$ cat config.mk
export PLATFORM = sky130hd
export DESIGN_NAME = hazardUnit_flat
export DESIGN_NICKNAME = d
export VERILOG_FILES = /design/src/rtl/mipsPkg.sv /design/src/rtl/pipeIfs.sv /design/src/rtl/hazardUnit.sv /design/src/flat_wrapper.sv
export SDC_FILE = /design/constraint.sdc
export NUM_CORES = 1
export LEC_CHECK = 0
export ABC_AREA = 1
export BUFFER_PORTS_ARGS = -buffer_cell sky130_fd_sc_hd__clkbuf_2
export CORE_AREA = 2 2 39 41
export DETAILED_ROUTE_END_ITERATION = 8
export DIE_AREA = 0 0 41 43
export SYNTH_ARGS = -nofsm -noshare
export SYNTH_HDL_FRONTEND = slang
export SYNTH_SLANG_ARGS = --single-unit
$ cat constraint.sdc
create_clock -name vclk -period 0.9
set_input_delay 0.09 -clock vclk [all_inputs]
set_output_delay 0.09 -clock vclk [all_outputs]
set_load 0.03 [all_outputs]
$ cat src/rtl/mipsPkg.sv
package mipsPkg;

    localparam int dataWidth     = 32;
    localparam int regAddrWidth  = 5;
    // byte address without its two low bits
    localparam int wordAddrWidth = 30;

    typedef logic [dataWidth-1:0]    word_t;
    typedef logic [regAddrWidth-1:0] regAddr_t;

    typedef enum logic [5:0] {
        opRType = 6'd0,
        opJ     = 6'd2,
        opBeq   = 6'd4,
        opAddi  = 6'd8,
        opLw    = 6'd35,
        opSw    = 6'd43
    } opcode_e;

    typedef enum logic [5:0] {
        fnAdd = 6'd32,
        fnSub = 6'd34,
        fnAnd = 6'd36,
        fnOr  = 6'd37,
        fnSlt = 6'd42
    } funct_e;

    typedef enum logic [2:0] {
        aluAdd,
        aluSub,
        aluAnd,
        aluOr,
        aluSlt
    } aluOp_e;

    // instruction field positions
    localparam int opMsb     = 31;
    localparam int opLsb     = 26;
    localparam int rsMsb     = 25;
    localparam int rsLsb     = 21;
    localparam int rtMsb     = 20;
    localparam int rtLsb     = 16;
    localparam int rdMsb     = 15;
    localparam int rdLsb     = 11;
    localparam int functMsb  = 5;
    localparam int functLsb  = 0;
    localparam int immMsb    = 15;
    localparam int immLsb    = 0;
    localparam int targetMsb = 25;
    localparam int targetLsb = 0;

    localparam int pcStep = 4;

endpackage

$ cat src/rtl/pipeIfs.sv
// ID/EX register contents
interface idExIf import mipsPkg::*; ();

    logic     regWrite;
    logic     memToReg;
    logic     memWrite;
    logic     branch;
    logic     aluSrcImm;
    aluOp_e   aluOp;
    word_t    readA;
    word_t    readB;
    word_t    imm;
    word_t    branchTarget;
    regAddr_t rs;
    regAddr_t rt;
    regAddr_t writeSel;

    modport source (
        output regWrite, memToReg, memWrite, branch, aluSrcImm, aluOp,
        output readA, readB, imm, branchTarget, rs, rt, writeSel
    );

    modport sink (
        input regWrite, memToReg, memWrite, branch, aluSrcImm, aluOp,
        input readA, readB, imm, branchTarget, rs, rt, writeSel
    );

    // load-use detection only needs these two
    modport peek (input memToReg, rt);

endinterface


$ cat src/rtl/hazardUnit.sv
module hazardUnit import mipsPkg::*; (
    input  logic     icacheStall,
    input  logic     dcacheStall,
    input  regAddr_t rs,
    input  regAddr_t rt,
    idExIf.peek      idEx,
    input  logic     branchTaken,
    input  logic     jumpTaken,
    output logic     freeze,
    output logic     loadStall,
    output logic     flushIfId,
    output logic     flushIdEx,
    output logic     flushExMem
);

    logic loadUse;

    // either cache stalling freezes the whole pipe
    assign freeze = icacheStall | dcacheStall;

    assign loadUse = idEx.memToReg && idEx.rt != '0
                     && (idEx.rt == rs || idEx.rt == rt);

    // a taken branch squashes the dependent instruction anyway
    assign loadStall = loadUse & ~branchTaken;

    // a jump held by a stall must stay in IF/ID
    assign flushIfId  = branchTaken | (jumpTaken & ~loadStall);
    assign flushIdEx  = branchTaken;
    assign flushExMem = branchTaken;

endmodule

$ cat src/flat_wrapper.sv
// flat-port wrapper written by rule: the top's interface ports become plain ports
module hazardUnit_flat import mipsPkg::*;
  (icacheStall, dcacheStall, rs, rt, branchTaken, jumpTaken, freeze, loadStall, flushIfId, flushIdEx, flushExMem, idEx_memToReg, idEx_rt);
  idExIf idEx_i ();
  input  logic icacheStall;
  input  logic dcacheStall;
  input  regAddr_t rs;
  input  regAddr_t rt;
  input  logic branchTaken;
  input  logic jumpTaken;
  output logic freeze;
  output logic loadStall;
  output logic flushIfId;
  output logic flushIdEx;
  output logic flushExMem;
  input wire logic [$bits(idEx_i.memToReg)-1:0] idEx_memToReg;
  input wire logic [$bits(idEx_i.rt)-1:0] idEx_rt;
  assign idEx_i.memToReg = idEx_memToReg;
  assign idEx_i.rt = idEx_rt;
  hazardUnit u_core (.icacheStall(icacheStall), .dcacheStall(dcacheStall), .rs(rs), .rt(rt), .idEx(idEx_i), .branchTaken(branchTaken), .jumpTaken(jumpTaken), .freeze(freeze), .loadStall(loadStall), .flushIfId(flushIfId), .flushIdEx(flushIdEx), .flushExMem(flushExMem));
endmodule
# Yosys cells after proc, flatten, opt, wreduce, memory -nomap -nowiden
# Index checks and enable logic that the tools add are counted.
# totals
ff_bits	0
in_bits	20
# op_classes
n_eq_ne	2
n_bitwise	6
n_reduce_logical	4
# ops
operator	n
5-bit equality test	2
5-bit nonzero test	1
1-bit AND	2
1-bit logical AND	2
1-bit NOT	2
1-bit OR	2
1-bit logical OR	1

# Longest topological paths before layout
# logic_depth
ltp_word	7
mapped_depth	7
mapped_depth_nobuf	7

# Least setup slack after synthesis
# OpenSTA, ideal clock, no wires.
# synth_timing
path_kind	input-to-output
from	in idEx_rt[2]
to	out flushIfId
t_arrival_ns	0.783
slack_ns	0.027
stages	7
path_cell_list	inv_1 nand2_1 nand2_1 nor2_1 nand3_1 nand2_1 a21oi_2
# synth_between
elab_chain_len	7
# synth_rtl
item	line	text
from (decl)	flat_wrapper.sv:17	input wire logic [$bits(idEx_i.rt)-1:0] idEx_rt;
5-bit equality test / 5-bit nonzero test (equally long branches)	hazardUnit.sv:22, hazardUnit.sv:21	
1-bit logical OR / 1-bit logical AND (equally long branches)	hazardUnit.sv:22, hazardUnit.sv:21	
1-bit logical AND *	hazardUnit.sv:22	&& (idEx.rt == rs || idEx.rt == rt);
1-bit AND *	hazardUnit.sv:25	assign loadStall = loadUse & ~branchTaken;
1-bit NOT *	hazardUnit.sv:28	assign flushIfId = branchTaken | (jumpTaken & ~loadStall);
1-bit AND *	hazardUnit.sv:28	
1-bit OR *	hazardUnit.sv:28	
to (decl)	flat_wrapper.sv:13	output logic flushIfId;
# Mark *: on every way between the ends. The rest lies on a longest branch, timed or not.

# Final worst setup path
# layout_timing
from	in idEx_rt[0]
to	out flushIfId
# The elaborated chain is that of the path after synthesis.

==> results.py <==
metrics = {
    "run_status": {
        "outcome": "complete, but fails checks",
        "violations": "negative setup slack",
    },
    "place": {
        "placed_area_um2": 391.6,
        "hpwl_um": 582.2,
        "pre_cts_slack_ns": -0.1462,
        "port_buffers": 25,
        "gp_congestion": 0.6183,
    },
    "finish": {
        "layout_commonest_cell": "nand2_1",
        "stdcell_area_um2": 486.7,
        "synthToLayoutAreaGrowth_pct": 97.46,
        "diodes": 0,
        "utilization_pct": 35.17,
        "nNetsFinal": 101,
        "seq_area_um2": 0,
        "fill_cells": 165,
        "final_cell_mix": "17 x nand2_1, 16 x clkbuf_2, 7 x inv_1, 7 x nor2_1",
        "nClkBuffers": 0,
        "design.seq.count": 0,
        "drive_gt1_share_pct": 54.43,
    },
    "routing": {
        "dr_wl_met2_um": 370,
        "num_vias": 368,
        "drtAntennaViolNets": 0,
        "wl_um": 694,
        "via_per_inst": 3.874,
        "dr_wl_met3_um": 67,
        "wl_per_cell_um": 7.305,
        "drtIter0Drc": 0,
        "drc": 0,
        "routed.top_layer": "met3",
        "wl_met1_um": 256,
        "drt_first_pass_iters": 1,
    },
    "critical_path": {
        "worstPathRequired_ns": 0.81,
        "critPathLaunchType": "input pin",
        "worst-path-max-fanout": 5,
        "end_kind": "primary output",
        "cp.arrival_ns": 0.93,
        "criticalPathCategory": "input pin to primary output",
    },
    "min_path": {
        "hold_class": "input pin to primary output",
        "hold_path_depth": 3,
    },
    "sta": {
        "rsz0062_at_grt": "true",
        "period_needed_ns": 1.018,
        "hold-worst-slack_ns": 0.5208,
        "worstMarginPinSlew_ns": 0.1682,
        "period_share_pct": 113.2,
        "setup_violations": 2,
        "drv_slew": 0,
        "max-slew-margin-rel_pct": 88.71,
        "hold_viol": 0,
        "fin_ws_ns": -0.1185,
        "max_freq_mhz": 981.8,
    },
    "floorplan": {
        "pin_count": 25,
        "die-area_um2": 1763,
        "core_um2": 1384,
        "die_w_um": 41,
        "die_y_um": 43,
        "rows": 14,
        "start_util_pct": 17.81,
    },
    "grt": {
        "grt_pass1_wl_um": 1055,
        "grt_util_all_layers_pct": 7.692,
        "grt_pass1_vias": 295,
        "grt_max_degree": 6,
        "antenna_found_initial": 0,
        "grt-ovfl-total": 0,
    },
    "logic_synthesis": {
        "synth-seq-area-share_pct": 0,
        "post_synth.cell_area_avg_um2": 4.565,
        "netlist_instances": 54,
        "syn_area_um2": 246.5,
        "synth_fp_nets": 74,
        "ys_warn_count": 0,
        "ys_types": 13,
    },
    "clock_network": {
        "postCtsSetupBuffers": 0,
    },
    "run": {
        "cap_viol_max_count": 0,
    },
    "power": {
        "ir_worst_vdd_mv": 0.1146,
        "cellLeakagePower_nw": 0.3049,
        "cellPowerDensity_nw_per_um2": 445.3,
    },
}
==> timing repair <==
action                                  in CTS  in global routing
resized for setup                            9                 24
gates cloned                                 0                  0
endpoints found under the setup margin       2                  2
hold buffers                                 0                  0
pin swaps                                    2                 12
==> final cells by class <==
cell class                      instances  area [µm²]  share of cell area [%]
Tap cell                               16       20.02                   4.113
Multi-Input combinational cell         40       214.0                   43.96
Inverter                               12       47.55                   9.769
Timing Repair Buffer                   27       205.2                   42.16
==> cells in the mapped netlist <==
library cell	instances	area [µm²]
a21oi_2	2	17.52
buf_4	2	15.01
clkinv_1	1	3.750
inv_1	10	37.54
inv_2	1	3.750
nand2_1	21	78.83
nand3_1	1	5.000
nand3_2	1	10.01
nand3b_1	1	7.510
nand4_1	1	6.260
nor2_1	10	37.54
or2_2	1	6.260
xnor2_1	2	17.52
==> cells by family after synthesis <==
group | synth area share [%]
XOR/XNOR | 7.108
AND/OR/NAND/NOR | 61.43
buffers and inverters | 24.36
AO/OA/AOI/OAI | 7.108
==> final timing paths <==
kind        start   endpoint  slack [ns]
max    idEx_rt[0]  flushIfId       -0.12
min   icacheStall     freeze        0.52
==> routing by layer <==
| metal | vias to the layer above | GRT usage (%) |
|---|---|---|
| li1 | 205 | - |
| met1 | 147 | 10.13 |
| met2 | 16 | 14.06 |
| met3 | 0 | 0 |
| met4 | 0 | 0 |
| met5 | - | 0 |
==> metrics by stage <==
| stage | power [mW] | TNS [ns] | instances |
|---|---|---|---|
| 2_1_floorplan | 0.09913 | 0 | 54 |
| 3_3_place_gp | 0.1704 | -0.2419 | 95 |
| 3_5_place_dp | 0.1724 | -0.2758 | 95 |
| 4_1_cts | 0.1891 | -0.1794 | 95 |
| 5_1_grt | 0.2401 | -0.3374 | 95 |
| 6_report | 0.2167 | -0.2250 | 95 |
==> power breakdown <==
group	leakage, nW	switching (mW)	internal, mW
Clock	0	0	0
Sequential	0	0	0
Combinational	0.305	0.106	0.110
==> critical path, stage by stage <==
cell,delay [ns]
buf_12,0.11
nand2_4,0.05
inv_2,0.03
nor2_1,0.09
nor2_1,0.06
nand3_1,0.13
nand2_2,0.07
a21oi_2,0.13
clkbuf_8,0.16
(Power assumes the default switching activity.)
