`src/rtl/mipsPkg.sv`:
```
package mipsPkg;

    localparam int dataWidth     = 32;
    localparam int regAddrWidth  = 5;
    // byte address without its two low bits
    localparam int wordAddrWidth = 30;

    typedef logic [dataWidth-1:0]    word_t;
    typedef logic [regAddrWidth-1:0] regAddr_t;

    typedef enum logic [5:0] {
        opRType = 6'd0,
        opJ     = 6'd2,
        opBeq   = 6'd4,
        opAddi  = 6'd8,
        opLw    = 6'd35,
        opSw    = 6'd43
    } opcode_e;

    typedef enum logic [5:0] {
        fnAdd = 6'd32,
        fnSub = 6'd34,
        fnAnd = 6'd36,
        fnOr  = 6'd37,
        fnSlt = 6'd42
    } funct_e;

    typedef enum logic [2:0] {
        aluAdd,
        aluSub,
        aluAnd,
        aluOr,
        aluSlt
    } aluOp_e;

    // instruction field positions
    localparam int opMsb     = 31;
    localparam int opLsb     = 26;
    localparam int rsMsb     = 25;
    localparam int rsLsb     = 21;
    localparam int rtMsb     = 20;
    localparam int rtLsb     = 16;
    localparam int rdMsb     = 15;
    localparam int rdLsb     = 11;
    localparam int functMsb  = 5;
    localparam int functLsb  = 0;
    localparam int immMsb    = 15;
    localparam int immLsb    = 0;
    localparam int targetMsb = 25;
    localparam int targetLsb = 0;

    localparam int pcStep = 4;

endpackage

```
`src/rtl/fetchStage.sv`:
```
module fetchStage import mipsPkg::*; (
    input  logic  clk,
    input  logic  rst_n,
    input  logic  freeze,
    input  logic  loadStall,
    input  logic  flushIfId,
    input  logic  branchTaken,
    input  logic  jumpTaken,
    input  word_t branchTarget,
    input  word_t jumpTarget,
    input  word_t icacheRdata,
    output word_t pc,
    output word_t instr,
    output word_t pcPlus4
);

    word_t pcInc;
    word_t pcNext;

    assign pcInc = pc + pcStep;

    // branch from MEM beats everything, a stall beats the jump from decode
    always_comb begin
        if (branchTaken) begin
            pcNext = branchTarget;
        end else if (loadStall) begin
            pcNext = pc;
        end else if (jumpTaken) begin
            pcNext = jumpTarget;
        end else begin
            pcNext = pcInc;
        end
    end

    always_ff @(posedge clk or negedge rst_n) begin
        if (!rst_n) begin
            pc <= '0;
        end else if (!freeze) begin
            pc <= pcNext;
        end
    end

    //////////////////////////////////////////////////
    // IF/ID register
    //////////////////////////////////////////////////

    always_ff @(posedge clk or negedge rst_n) begin
        if (!rst_n) begin
            instr   <= '0;
            pcPlus4 <= '0;
        end else if (!freeze && !loadStall) begin
            if (flushIfId) begin
                instr   <= '0;
                pcPlus4 <= '0;
            end else begin
                instr   <= icacheRdata;
                pcPlus4 <= pcInc;
            end
        end
    end

endmodule

```
`config.mk`:
```
export PLATFORM = sky130hd
export DESIGN_NAME = fetchStage
export DESIGN_NICKNAME = d
export VERILOG_FILES = /design/src/rtl/mipsPkg.sv /design/src/rtl/fetchStage.sv
export SDC_FILE = /design/constraint.sdc
export NUM_CORES = 1
export LEC_CHECK = 0
export BUFFER_PORTS_ARGS = -buffer_cell sky130_fd_sc_hd__buf_2
export CORE_ASPECT_RATIO = 1.5
export CORE_UTILIZATION = 30
export CTS_CLUSTER_DIAMETER = 120
export DETAILED_ROUTE_END_ITERATION = 8
export HOLD_SLACK_MARGIN = 0.15
export SETUP_SLACK_MARGIN = 0.5
export SYNTH_ARGS = -nofsm -noshare
export SYNTH_HDL_FRONTEND = slang
export SYNTH_SLANG_ARGS = --single-unit
```
`constraint.sdc`:
```
create_clock -name clk -period 2.44 [get_ports clk]
set_input_delay 0.244 -clock clk [delete_from_list [all_inputs] [get_ports clk]]
set_output_delay 0.244 -clock clk [all_outputs]
set_load 0.01 [all_outputs]
```
Word level (Yosys, flattened, before mapping)
Index checks and enable logic that the tools add are counted.

storage, ports and cells
  register bits = 96
  input bits = 103
  output and inout port bits = 96
  word-level logic and storage cells = 15

cells by class
  $add $sub $neg = 1
  equal/unequal tests = 1
  multiplexer cells = 5
  bitwise gates (word level) = 1
  reductions and logical operators = 4

operators with widths
  cell                     count
  $mux W32                 5
  $add A32 B3 Y32 const B  1
  $logic_not A1 Y1         2
  $ne A2 B1 Y1 const B     1
  $reduce_and A2 Y1        1
  $logic_and A1 B1 Y1      1
  $not A1 Y1               1

Logic depth before layout (Yosys ltp)
  depth in word-level cells = 4
  gate-level depth with buffers = 7
  depth with buffers taken out = 6

Worst setup path before layout
Ideal clock, no wire load.

  kind = flip-flop to flip-flop
  start = reg pc[2]
  end = reg pc[22]
  setup time = 0.136 ns
  data arrival time = 1.904 ns
  required time = 2.304 ns
  setup slack = 0.399 ns
  cell stages (with the launch flop) = 8
  path buffers = 1
  period minus slack after synthesis = 2.041 ns
  cell sequence = dfrtp_1 > ha_1 > clkbuf_1 > nand3_1 > nor3_1 > nand2_1 > o311ai_0 > a2bb2oi_1

on the way
  word-level cells in the longest chain between the ends = 4

ends and longest elaborated chain
  what                      RTL line          source
  start: declaration        fetchStage.sv:12  output word_t pc,
  start signal: assignment  fetchStage.sv:39  pc <= pcNext;
  $add A32 B3 Y32           fetchStage.sv:20  assign pcInc = pc + pcStep;
  $mux W32                  fetchStage.sv:28  end else if (jumpTaken) begin
  $mux W32                  fetchStage.sv:26  end else if (loadStall) begin
  $mux W32                  fetchStage.sv:24  if (branchTaken) begin

Every way passes these cells. The select of a mux whose other input is x is not followed.
A chain may end at the register's enable or synchronous reset.

Worst setup path after layout
  start = reg pc[11]
  end = reg pc[29]

The elaborated chain is that of the path after synthesis.

==> flow_summary.ini <==
[run_status]
status = finished clean

[hold_path]
hp-start = icacheRdata[25]
hp-class = input pin to flop
worstHoldEndpoint = instr[25]
hold_depth = 3

[timing]
worst_slack_ns = 0.570
rsz0062_at_grt = false
setup_viol = 0
slew_headroom = 0.548
period_share = 0.766
clock_skew_ns = 0.0135
fmax_mhz = 535
finalMaxSlewViolations = 0
hold_violations = 0
finalCriticalPeriod_ns = 1.87
worstMarginPinSlew_ns = 0.678
fin_tns_setup_ns = 0

[global_routing]
grt_pass1_vias = 4832
grt-ovfl-total = 0
grt_pass1_wl_mm = 26.7
antenna_found_initial = 0
grt_max_degree = 61
grt_use_total = 0.201

[clock_network]
numCtsBuffers = 9
htree_levels = 3
cts_sinks = 96
clk_path_buf_depth = 2
clk_pin_slew_ns = 0.08
clock_tree.root_cell = clkbuf_16
clock_latency_ns = 0.35
cts_tree = built

[route]
dr.first_iter.drc_count = 292
vias = 5087
drt-total-wl_mm = 17.9
firstDrtPassIters = 5
avgViaCountPerCell = 5.10
ant_nets = 0
drc = 0
wl_per_cell_um = 17.9

[power]
power.internal_mw = 3.17
switchingPower_mw = 1.58
p_leak_nw = 3.31
p_comb_frac = 0.256
p_total_mw = 4.75
power_switching_share = 0.332
pwr-share-clk = 0.317
p_seq_frac = 0.427
p_per_area_mw_per_mm2 = 672
ir_worst_vdd_mv = 0.331

[synthesis]
synth_top_cell_by_area = dfrtp_1
ys_seq_area_frac = 0.465
synth_xor_area_frac = 0.0475
synth.net_count = 669
synth.distinct_cells = 57
synth_edf_count = 0
yosysWarnings = 0
synth.area.top_cells = dfrtp_1 47%, o21ai_0 7.2%, nand2_1 6.5%
synth_seq_cells = 96
synth_top_family_by_area = compound AO/OA/AOI/OAI gates
yosys.area_share.simple = 0.198
synthFlopType = dfrtp_1
syn_area_per_cell_sq_um = 9.14
syn-cell-area_sq_mm = 0.00516
async_flop_share = 1.00
synth_cells = 565
synth_fa_ha_area_frac = 0.00242
synth_mux_area_frac = 0.00606
synth_top_area_frac = 0.465
synth_compound_area_frac = 0.232

[worst_setup_path]
path_class = flop to flop
cp-start-kind = flop
r2r-end = pc[29]
cp.required_ns = 2.67
arrival_ns = 2.11
worstPathMaxFanout = 7
rrSetupSlack_ns = 0.57
setup.worst_path.end_class = flop
ff2ff_path_depth = 5
r2r-start = pc[11]

[layout]
register_area_sq_mm = 0.00241
nFillCells = 1688
syn_to_final_growth_pct = 36.8
multi_input_area_sq_mm = 0.00259
diodes = 0
layout-drive-gt1-share = 0.364
final_area_sq_mm = 0.00707
final_cells = 998
fin_nets = 887

[die]
design.die.area_sq_mm = 0.0178
start_util = 0.307
fp.dieH_um = 163
io_pins = 199
core_sq_mm = 0.0168
die_x_um = 109
placementRows = 58

[flow_run]
cap_violations = 0

[placement]
dpl.hpwl_mm = 13.0
port_buffers = 198
dpl_cell_area_sq_mm = 0.00640
place_inst = 953
dp_slack_ns = 0.325
gp_congestion = 0.837
==> timing repair <==
action                     4_1_cts  5_1_grt
pin swaps                        0        4
hold buffers                    19        0
buffers inserted                 0       10
hold endpoints to repair        49        0
setup endpoints to repair       26       27
gates resized for setup          9       14
==> cell usage in the layout, fill, tap and decap left out, drive strengths merged, types with 4 or more instances in the layout <==
cell and count:
o21a 5, a2bb2oi 9, nand2b 38, o22a 8, nor2 18, buf 230, xor2 13, dlygate4sd3 19
and3 4, clkbuf 9, xnor2 15, dfrtp 96, a21oi 32, nand2 89, o21ai 74, nand3 15
o31ai 20, nor4 4, a31oi 6, inv 12, nand4 11, or2 4, o22ai 9, nor3 8
==> logic make-up (layout without fill, tap and decap cells) <==
logic type,Yosys count,in the layout
simple gates,198,198
compound gates,189,189
flops,96,96
buf+inv,50,273
xor+xnor,28,28
mux,3,3
fa+ha+maj,1,1
==> power groups by stage <==
stage                     Clock, mW  Sequential, mW  Combinational (mW)
after floorplan                   0            2.13               0.509
after global placement            0            2.04                1.14
after detailed placement          0            2.05                1.15
after CTS                      1.55            2.03                1.19
after global routing           1.61            2.07                1.34
final                          1.51            2.03                1.22
==> stage by stage <==
step	utilization	hold slack [ns]
after CTS	0.413	0.151
after global placement	0.380	0.236
after global routing	0.420	0.162
after detailed placement	0.380	0.240
final	0.420	0.157
after floorplan	-	-0.0516
==> cells in the mapped netlist, types with 2 or more instances <==
library cell / n
dfrtp_1: 96
nand2_1: 89
o21ai_0: 74
nand2b_1: 38
a21oi_1: 32
clkbuf_1: 32
nor2_1: 17
o31ai_1: 17
nand3_1: 15
xnor2_1: 15
xor2_1: 13
nand4_1: 10
a2bb2oi_1: 9
o22ai_1: 9
o22a_1: 8
inv_1: 7
a31oi_1: 6
o21a_1: 5
and3_1: 4
buf_6: 4
or2_2: 4
a22o_1: 3
a22oi_1: 3
clkbuf_8: 3
nor3_1: 3
nor3_2: 3
nor4_1: 3
o211ai_1: 3
o221ai_1: 3
o31ai_2: 3
or3_1: 3
a21o_1: 2
a221oi_1: 2
and4_1: 2
mux2i_1: 2
nor3_4: 2
==> area by class of cell <==
type / count / share of cell area
clock inverter: 7 / 0.0119
timing repair buffer: 250 / 0.207
multi-input combinational: 419 / 0.367
inverter: 7 / 0.00372
tap: 210 / 0.0372
clock buffer: 9 / 0.0319
sequential: 96 / 0.341
==> per-layer routing <==
layer  global-route usage  part of all wire  routed length (um)  up-vias
met5                    0                 0                   0        -
met4               0.0762             0.024                 427        0
met3               0.0332             0.067                1210       27
met2                0.349              0.51                9100      217
met1                0.244              0.40                7140     2393
li1                     -                 -                   -     2450
==> worst max path at each step <==
| stage | startpoint | end | slack (ns) | cells after the start |
|---|---|---|---|---|
| 3_5_place_dp | pc[3] | pc[22] | 0.33 | 6 |
| 5_1_grt | pc[20] | pcPlus4[31] | 0.50 | 5 |
| 2_1_floorplan | pc[3] | pc[16] | 0.56 | 7 |
| 3_3_place_gp | pc[4] | pc[29] | 0.40 | 5 |
| 6_report | pc[11] | pc[29] | 0.57 | 5 |
| 4_1_cts | pc[6] | pc[29] | 0.51 | 5 |
==> critical path: stages, from the launching register on <==
cell and delay (ns):
dfrtp_1 0.49, nand4_1 0.25, or3_4 0.47, nor4_4 0.28
nand4_1 0.12, o211a_1 0.14
==> registers in the layout, indices dropped and copies added (netlist names) <==
name / flops
pc: 32
pcPlus4: 32
instr: 32
Power figures use the tool's default switching activity.
