==> src/rtl/mipsPkg.sv <==
package mipsPkg;

    localparam int dataWidth     = 32;
    localparam int regAddrWidth  = 5;
    // byte address without its two low bits
    localparam int wordAddrWidth = 30;

    typedef logic [dataWidth-1:0]    word_t;
    typedef logic [regAddrWidth-1:0] regAddr_t;

    typedef enum logic [5:0] {
        opRType = 6'd0,
        opJ     = 6'd2,
        opBeq   = 6'd4,
        opAddi  = 6'd8,
        opLw    = 6'd35,
        opSw    = 6'd43
    } opcode_e;

    typedef enum logic [5:0] {
        fnAdd = 6'd32,
        fnSub = 6'd34,
        fnAnd = 6'd36,
        fnOr  = 6'd37,
        fnSlt = 6'd42
    } funct_e;

    typedef enum logic [2:0] {
        aluAdd,
        aluSub,
        aluAnd,
        aluOr,
        aluSlt
    } aluOp_e;

    // instruction field positions
    localparam int opMsb     = 31;
    localparam int opLsb     = 26;
    localparam int rsMsb     = 25;
    localparam int rsLsb     = 21;
    localparam int rtMsb     = 20;
    localparam int rtLsb     = 16;
    localparam int rdMsb     = 15;
    localparam int rdLsb     = 11;
    localparam int functMsb  = 5;
    localparam int functLsb  = 0;
    localparam int immMsb    = 15;
    localparam int immLsb    = 0;
    localparam int targetMsb = 25;
    localparam int targetLsb = 0;

    localparam int pcStep = 4;

endpackage

==> src/rtl/pipeIfs.sv <==


// EX/MEM register contents
interface exMemIf import mipsPkg::*; ();

    logic     regWrite;
    logic     memToReg;
    logic     memWrite;
    logic     branch;
    logic     zero;
    word_t    aluOut;
    word_t    storeData;
    word_t    branchTarget;
    regAddr_t writeSel;

    modport source (
        output regWrite, memToReg, memWrite, branch,
        output zero, aluOut, storeData, branchTarget, writeSel
    );

    modport sink (
        input regWrite, memToReg, memWrite, branch,
        input zero, aluOut, storeData, branchTarget, writeSel
    );

endinterface

==> src/rtl/memoryStage.sv <==
module memoryStage import mipsPkg::*; (
    input  logic                     clk,
    input  logic                     rst_n,
    input  logic                     freeze,
    exMemIf.sink                     exMem,
    output logic                     dcacheRen,
    output logic                     dcacheWen,
    output logic [wordAddrWidth-1:0] dcacheAddr,
    output word_t                    dcacheWdata,
    input  word_t                    dcacheRdata,
    output logic                     branchTaken,
    output word_t                    branchTarget,
    output logic                     wbRegWrite,
    output regAddr_t                 wbSel,
    output word_t                    wbData
);

    logic  wbMemToReg;
    word_t wbLoadData;
    word_t wbAluOut;

    // only a load reads the data cache
    assign dcacheRen   = exMem.memToReg;
    assign dcacheWen   = exMem.memWrite;
    assign dcacheAddr  = exMem.aluOut[dataWidth-1 -: wordAddrWidth];
    assign dcacheWdata = exMem.storeData;

    assign branchTaken  = exMem.branch & exMem.zero;
    assign branchTarget = exMem.branchTarget;

    //////////////////////////////////////////////////
    // MEM/WB register
    //////////////////////////////////////////////////

    always_ff @(posedge clk or negedge rst_n) begin
        if (!rst_n) begin
            wbRegWrite <= 1'b0;
            wbMemToReg <= 1'b0;
            wbSel      <= '0;
            wbLoadData <= '0;
            wbAluOut   <= '0;
        end else if (!freeze) begin
            wbRegWrite <= exMem.regWrite;
            wbMemToReg <= exMem.memToReg;
            wbSel      <= exMem.writeSel;
            wbLoadData <= dcacheRdata;
            wbAluOut   <= exMem.aluOut;
        end
    end

    assign wbData = wbMemToReg ? wbLoadData : wbAluOut;

endmodule

==> src/flat_wrapper.sv <==
// flat-port wrapper written by rule: the top's interface ports become plain ports
module memoryStage_flat import mipsPkg::*;
  (clk, rst_n, freeze, dcacheRen, dcacheWen, dcacheAddr, dcacheWdata, dcacheRdata, branchTaken, branchTarget, wbRegWrite, wbSel, wbData, exMem_regWrite, exMem_memToReg, exMem_memWrite, exMem_branch, exMem_zero, exMem_aluOut, exMem_storeData, exMem_branchTarget, exMem_writeSel);
  exMemIf exMem_i ();
  input  logic clk;
  input  logic rst_n;
  input  logic freeze;
  output logic dcacheRen;
  output logic dcacheWen;
  output logic [wordAddrWidth-1:0] dcacheAddr;
  output word_t dcacheWdata;
  input  word_t dcacheRdata;
  output logic branchTaken;
  output word_t branchTarget;
  output logic wbRegWrite;
  output regAddr_t wbSel;
  output word_t wbData;
  input wire logic [$bits(exMem_i.regWrite)-1:0] exMem_regWrite;
  input wire logic [$bits(exMem_i.memToReg)-1:0] exMem_memToReg;
  input wire logic [$bits(exMem_i.memWrite)-1:0] exMem_memWrite;
  input wire logic [$bits(exMem_i.branch)-1:0] exMem_branch;
  input wire logic [$bits(exMem_i.zero)-1:0] exMem_zero;
  input wire logic [$bits(exMem_i.aluOut)-1:0] exMem_aluOut;
  input wire logic [$bits(exMem_i.storeData)-1:0] exMem_storeData;
  input wire logic [$bits(exMem_i.branchTarget)-1:0] exMem_branchTarget;
  input wire logic [$bits(exMem_i.writeSel)-1:0] exMem_writeSel;
  assign exMem_i.regWrite = exMem_regWrite;
  assign exMem_i.memToReg = exMem_memToReg;
  assign exMem_i.memWrite = exMem_memWrite;
  assign exMem_i.branch = exMem_branch;
  assign exMem_i.zero = exMem_zero;
  assign exMem_i.aluOut = exMem_aluOut;
  assign exMem_i.storeData = exMem_storeData;
  assign exMem_i.branchTarget = exMem_branchTarget;
  assign exMem_i.writeSel = exMem_writeSel;
  memoryStage u_core (.clk(clk), .rst_n(rst_n), .freeze(freeze), .exMem(exMem_i), .dcacheRen(dcacheRen), .dcacheWen(dcacheWen), .dcacheAddr(dcacheAddr), .dcacheWdata(dcacheWdata), .dcacheRdata(dcacheRdata), .branchTaken(branchTaken), .branchTarget(branchTarget), .wbRegWrite(wbRegWrite), .wbSel(wbSel), .wbData(wbData));
endmodule
==> config.mk <==
export PLATFORM = sky130hd
export DESIGN_NAME = memoryStage_flat
export DESIGN_NICKNAME = d
export VERILOG_FILES = /design/src/rtl/mipsPkg.sv /design/src/rtl/pipeIfs.sv /design/src/rtl/memoryStage.sv /design/src/flat_wrapper.sv
export SDC_FILE = /design/constraint.sdc
export NUM_CORES = 1
export LEC_CHECK = 0
export ABC_AREA = 1
export BUFFER_PORTS_ARGS = -buffer_cell sky130_fd_sc_hd__buf_2
export CORE_AREA = 2 2 108 110
export CTS_BUF_LIST = sky130_fd_sc_hd__clkbuf_4 sky130_fd_sc_hd__clkbuf_8
export CTS_CLUSTER_SIZE = 8
export DETAILED_ROUTE_END_ITERATION = 7
export DIE_AREA = 0 0 110 112
export GPL_TIMING_DRIVEN = 0
export PLACE_DENSITY = 0.76
export SLEW_MARGIN = 20
export SYNTH_ARGS = -nofsm -noshare
export SYNTH_HDL_FRONTEND = slang
export SYNTH_SLANG_ARGS = --single-unit
==> constraint.sdc <==
create_clock -name clk -period 1.87 [get_ports clk]
set_input_delay 0.2805 -clock clk [delete_from_list [all_inputs] [get_ports clk]]
set_output_delay 0.2805 -clock clk [all_outputs]
set_load 0.1 [all_outputs]
Word-level counts from Yosys, hierarchy flattened:

Cells that the tools add are included.

* flip-flop bits (word level): 71
* output and inout port bits: 135
* word-level logic and storage cells: 7

* mux-type cells: 1
* bitwise operators: 1

Operator list (count)
* 2-to-1 mux 32 bit: 1
* bitwise AND 1 bit: 1

Depth between registers and ports, before layout:

* word-level depth: 1
* depth in mapped cells: 5

Worst setup path after synthesis:

No wires, ideal clock.

* path type: register to output
* start: register u_core.wbMemToReg
* end: output port wbData[0]
* data arrival time: 1.388 ns
* required time: 1.590 ns
* slack: 0.201 ns
* cell stages (with the launch flop): 6
* path buffers: 2
* path through: dfrtp_1 buf_2 inv_2 buf_6 nand2_1 nand2_1

* word-level cells in the longest chain between the ends: 1

RTL lines
* start: declaration: line memoryStage.sv:18 `logic wbMemToReg;`
* start signal: assignment: line memoryStage.sv:44 `wbMemToReg <= exMem.memToReg;`
* 2-to-1 mux 32 bit: line memoryStage.sv:51 `assign wbData = wbMemToReg ? wbLoadData : wbAluOut;`
* end: declaration: line flat_wrapper.sv:17 `output word_t wbData;`

Every way passes these cells.

Worst setup path in the final report:

* start: register u_core.wbMemToReg
* end: output port wbData[18]

The elaborated chain is that of the path after synthesis.

==> summary.txt <==
Global route
  • Wire length of the first global-routing pass: roughly 16,000 µm
  • Number of antenna violations at the first check in global routing: 0
  • Congestion Overflow GR: 0
  • Global-route usage over all layers: 16.3%
  • Largest net degree at the start of global routing: 45
  • Number of global-route vias before repair: 3,424

Floorplanning
  • Die width: 110 µm
  • Core area: ~11,000 µm²
  • Boundary pin count: 276
  • Die extent in y: roughly 110 µm
  • Total die area: 12,300 µm²
  • Initial core utilization: 34.6%
  • Number of core rows: 39

Setup path
  • Data arrival time of the worst path: 1490 ps
  • Depth of the worst register-to-register path: 4
  • Critical path's largest stage delay: 350 ps
  • Worst Path Max Fanout: 10
  • Critical path start-end classification: flip-flop to output pin
  • Most common cell on crit path: sky130_fd_sc_hd__nand2_1
  • Critical path capture point type: output pin
  • Critical path startpoint: u_core.wbMemToReg
  • RR Endpoint: u_core.wbMemToReg
  • Critical Path End: wbData[18]
  • Category of the worst setup path launch point: flip-flop
  • Setup slack, reg-to-reg: just over 900 ps
  • CP Data Required Time: 1590 ps
  • Critical register-to-register path startpoint: u_core.wbMemToReg
  • Crit path cell chain: buf_2, inv_4, buf_6, nand2_1, nand2_1, buf_12
  • Slowest library cell on the worst path: sky130_fd_sc_hd__dfrtp_1

Power
  • Leak: 0.00339 µW
  • Worst ir drop on vdd: ~450 µV
  • Switching Fraction: ~45%
  • Sequential power share: between 20% and 30%
  • Portion of total power attributed to the clock network: 25.5%
  • Cell Pwr Density: approximately 1000 nW/µm²
  • Cell Int Power: 3190 µW
  • Net switching power: 2620 µW
  • Gate power share: 44.5%

Timing
  • Setup-violating endpoint count in the final report: 0
  • Setup slack of the critical path after layout: 101 ps
  • FMAX: 565 MHz
  • Slew headroom: 66.9%
  • Hold Violations, Final: 0
  • Period Utilization, post-route: a little over nine tenths
  • Final total negative setup slack: 0 ps
  • Fin Hold WS: 132 ps
  • Unrepaired setup endpoints after global routing: yes
  • Worst clock skew: 0 ps
  • Pin slew with the least headroom to its limit: around 500 ps
  • Post-layout min period: 1770 ps
  • Max Transition Viols Final: 0

Route
  • Total detailed-routing wirelength: 10,300 µm
  • Detailed router's first-iteration violation count: 117
  • Final routed wire length divided by cell count: 11.9 µm
  • DRC violations left: 0
  • First drt pass iteration count: 5
  • Routed vias: 3,673
  • Via density per instance: around 4.2
  • Final ANT Viol Nets: 0

Logic synthesis
  • Synth cell types: 8
  • Most common flop cell mapped by yosys: sky130_fd_sc_hd__dfrtp_1
  • Synth Register Bits: slightly above 70
  • FFs w/ async S/R, synth: 100%
  • Area fraction of the dominant cell type after synthesis: 45.9%
  • Mean instance size in the synthesized netlist: 7.71 µm²
  • Fraction of the yosys area taken by sequential cells: 45.9%
  • Number of enable flip-flop cells after synthesis: 0
  • Cells after synthesis: 502
  • Commonest cells in the netlist: 310 x sky130_fd_sc_hd__nand2_1, 102 x sky130_fd_sc_hd__buf_4, 71 x sky130_fd_sc_hd__dfrtp_1
  • Syn_nets: 643
  • Dominant cell type by area after synthesis: sky130_fd_sc_hd__dfrtp_1
  • Most frequent cell after synthesis: sky130_fd_sc_hd__nand2_1
  • Synth area leaders: sky130_fd_sc_hd__dfrtp_1 46%, sky130_fd_sc_hd__nand2_1 30%, sky130_fd_sc_hd__buf_4 20%
  • Cell Area, Synth: 3870 µm²
  • Ys Warns: 0

Layout
  • Nets: 865
  • Multi-input gate area in the final layout: 1170 µm²
  • Non-Filler Cell Area, Final: approximately 5600 µm²
  • Number of inserted diodes: 0
  • Number of fill cells: 1,071
  • Fraction of final layout cells sized beyond drive strength 1: between 40 and 50%
  • Area taken by flip-flops and latches: about 1800 µm²
  • Post-Layout Cell Count: between 800 and 900
  • Synth-to-Final Area Change: 45.3%

Placed design
  • Cell Area, Placed: 5130 µm²
  • Quantity of I/O buffers inserted on ports: 209
  • Final RePlAce weighted congestion: 0.755
  • Final HPWL from detailed placement: 7780 µm
  • Place WS: 185 ps
  • Cell total after placement: 855

Clock network
  • Buffer cell driving the clock tree root: sky130_fd_sc_hd__clkbuf_8
  • Maximum buffer depth of the clock tree: 2
  • Clk slew on worst S/H paths: 80 ps
  • Clk Latency, worst-skew pair: 330 ps
  • # H-tree levels: 3
  • CTS sink count: 71
  • Number of CTS-inserted buffers: 9
  • CTS tree: built
  • Setup Fix Bufs, Post-CTS: 0

Run
  • Reported max-cap violation count: 0

Status
  • Result of the run: finished clean

Worst hold path
  • Worst hold-check path type: primary input to flip-flop
cells by family (layout without fill, tap and decap cells):
group                  after synthesis  in the layout  synth area share [%]
buffers and inverters              121            347                  24.0
flip-flops                          71             71                  45.9
AND/OR/NAND/NOR                    310            310                  30.1
flip-flops by register name, indices dropped and copies added (netlist names):
name	flops
u_core.wbAluOut	32
u_core.wbRegWrite	1
u_core.wbSel	5
u_core.wbMemToReg	1
u_core.wbLoadData	32
cell type report:
type	count	area share, %
timing repair buffer	211	23.3
multi-input combinational	310	20.8
sequential	71	31.6
clock buffer	10	2.45
clock inverter	5	1.89
buffer	118	16.4
tap	143	3.18
inverter	3	0.334
timing repair:
action / 4_1_cts / 5_1_grt
resized for setup: 40 / 36
setup endpoints to repair: 30 / 32
hold buffers: 1 / 0
endpoints found under the hold margin: 27 / 0
cloned: 0 / 0
worst max-delay path: cells and delay by family, from the launching register on:
family                 cells  cell delay [ps]
buffers and inverters      4              610
flip-flops                 1              350
AND/OR/NAND/NOR            2              180
worst min-delay path by stage:
| stage | slack, ps | from | to | cells past startpoint |
|---|---|---|---|---|
| 2_1_floorplan | -20 | rst_n | u_core.wbAluOut[0] | 0 |
| 3_3_place_gp | 460 | u_core.wbLoadData[3] | u_core.wbLoadData[3] | 2 |
| 3_5_place_dp | 230 | rst_n | u_core.wbAluOut[27] | 1 |
| 4_1_cts | 110 | dcacheRdata[6] | u_core.wbLoadData[6] | 3 |
| 5_1_grt | 110 | dcacheRdata[6] | u_core.wbLoadData[6] | 3 |
| 6_report | 130 | exMem_writeSel[0] | u_core.wbSel[0] | 3 |
metrics by stage:
step | utilization, % | power (µW)
floorplan | - | 3790
global placement | 45.6 | 4180
detailed placement | 45.9 | 4210
CTS | 49.1 | 5810
global route | 50.3 | 6080
finish | 50.3 | 5810
power by group through the flow:
stage,combinational (µW),sequential (µW),clock (µW)
3_3_place_gp,2420,1760,0
2_1_floorplan,1950,1840,0
4_1_cts,2520,1740,1550
6_report,2590,1740,1480
5_1_grt,2710,1760,1610
3_5_place_dp,2440,1770,0
per-layer routing:
layer / part of all wire [%] / GRT usage, % / vias to the layer above
li1: - / - / 1837
met1: 39 / 18.5 / 1659
met2: 52 / 29.8 / 168
met3: 8.0 / 5.09 / 9
met4: 0.77 / 3.12 / 0
met5: 0 / 0 / -
cells in the final DEF (no fill, tap or decap):
master,Yosys,layout
sky130_fd_sc_hd__inv_4,0,1
sky130_fd_sc_hd__clkbuf_4,0,2
sky130_fd_sc_hd__bufinv_16,0,3
sky130_fd_sc_hd__buf_4,102,104
sky130_fd_sc_hd__clkbuf_8,0,10
sky130_fd_sc_hd__buf_6,11,36
sky130_fd_sc_hd__buf_12,0,4
sky130_fd_sc_hd__dlygate4sd3_1,0,1
sky130_fd_sc_hd__nand2_2,0,3
sky130_fd_sc_hd__clkinv_4,0,1
sky130_fd_sc_hd__buf_2,5,180
sky130_fd_sc_hd__dfrtp_1,71,71
sky130_fd_sc_hd__buf_16,0,1
sky130_fd_sc_hd__clkinvlp_4,0,1
sky130_fd_sc_hd__nand2_1,310,307
sky130_fd_sc_hd__buf_8,0,1
sky130_fd_sc_hd__inv_1,1,1
sky130_fd_sc_hd__inv_6,1,1
Power figures use the tool's default switching activity.
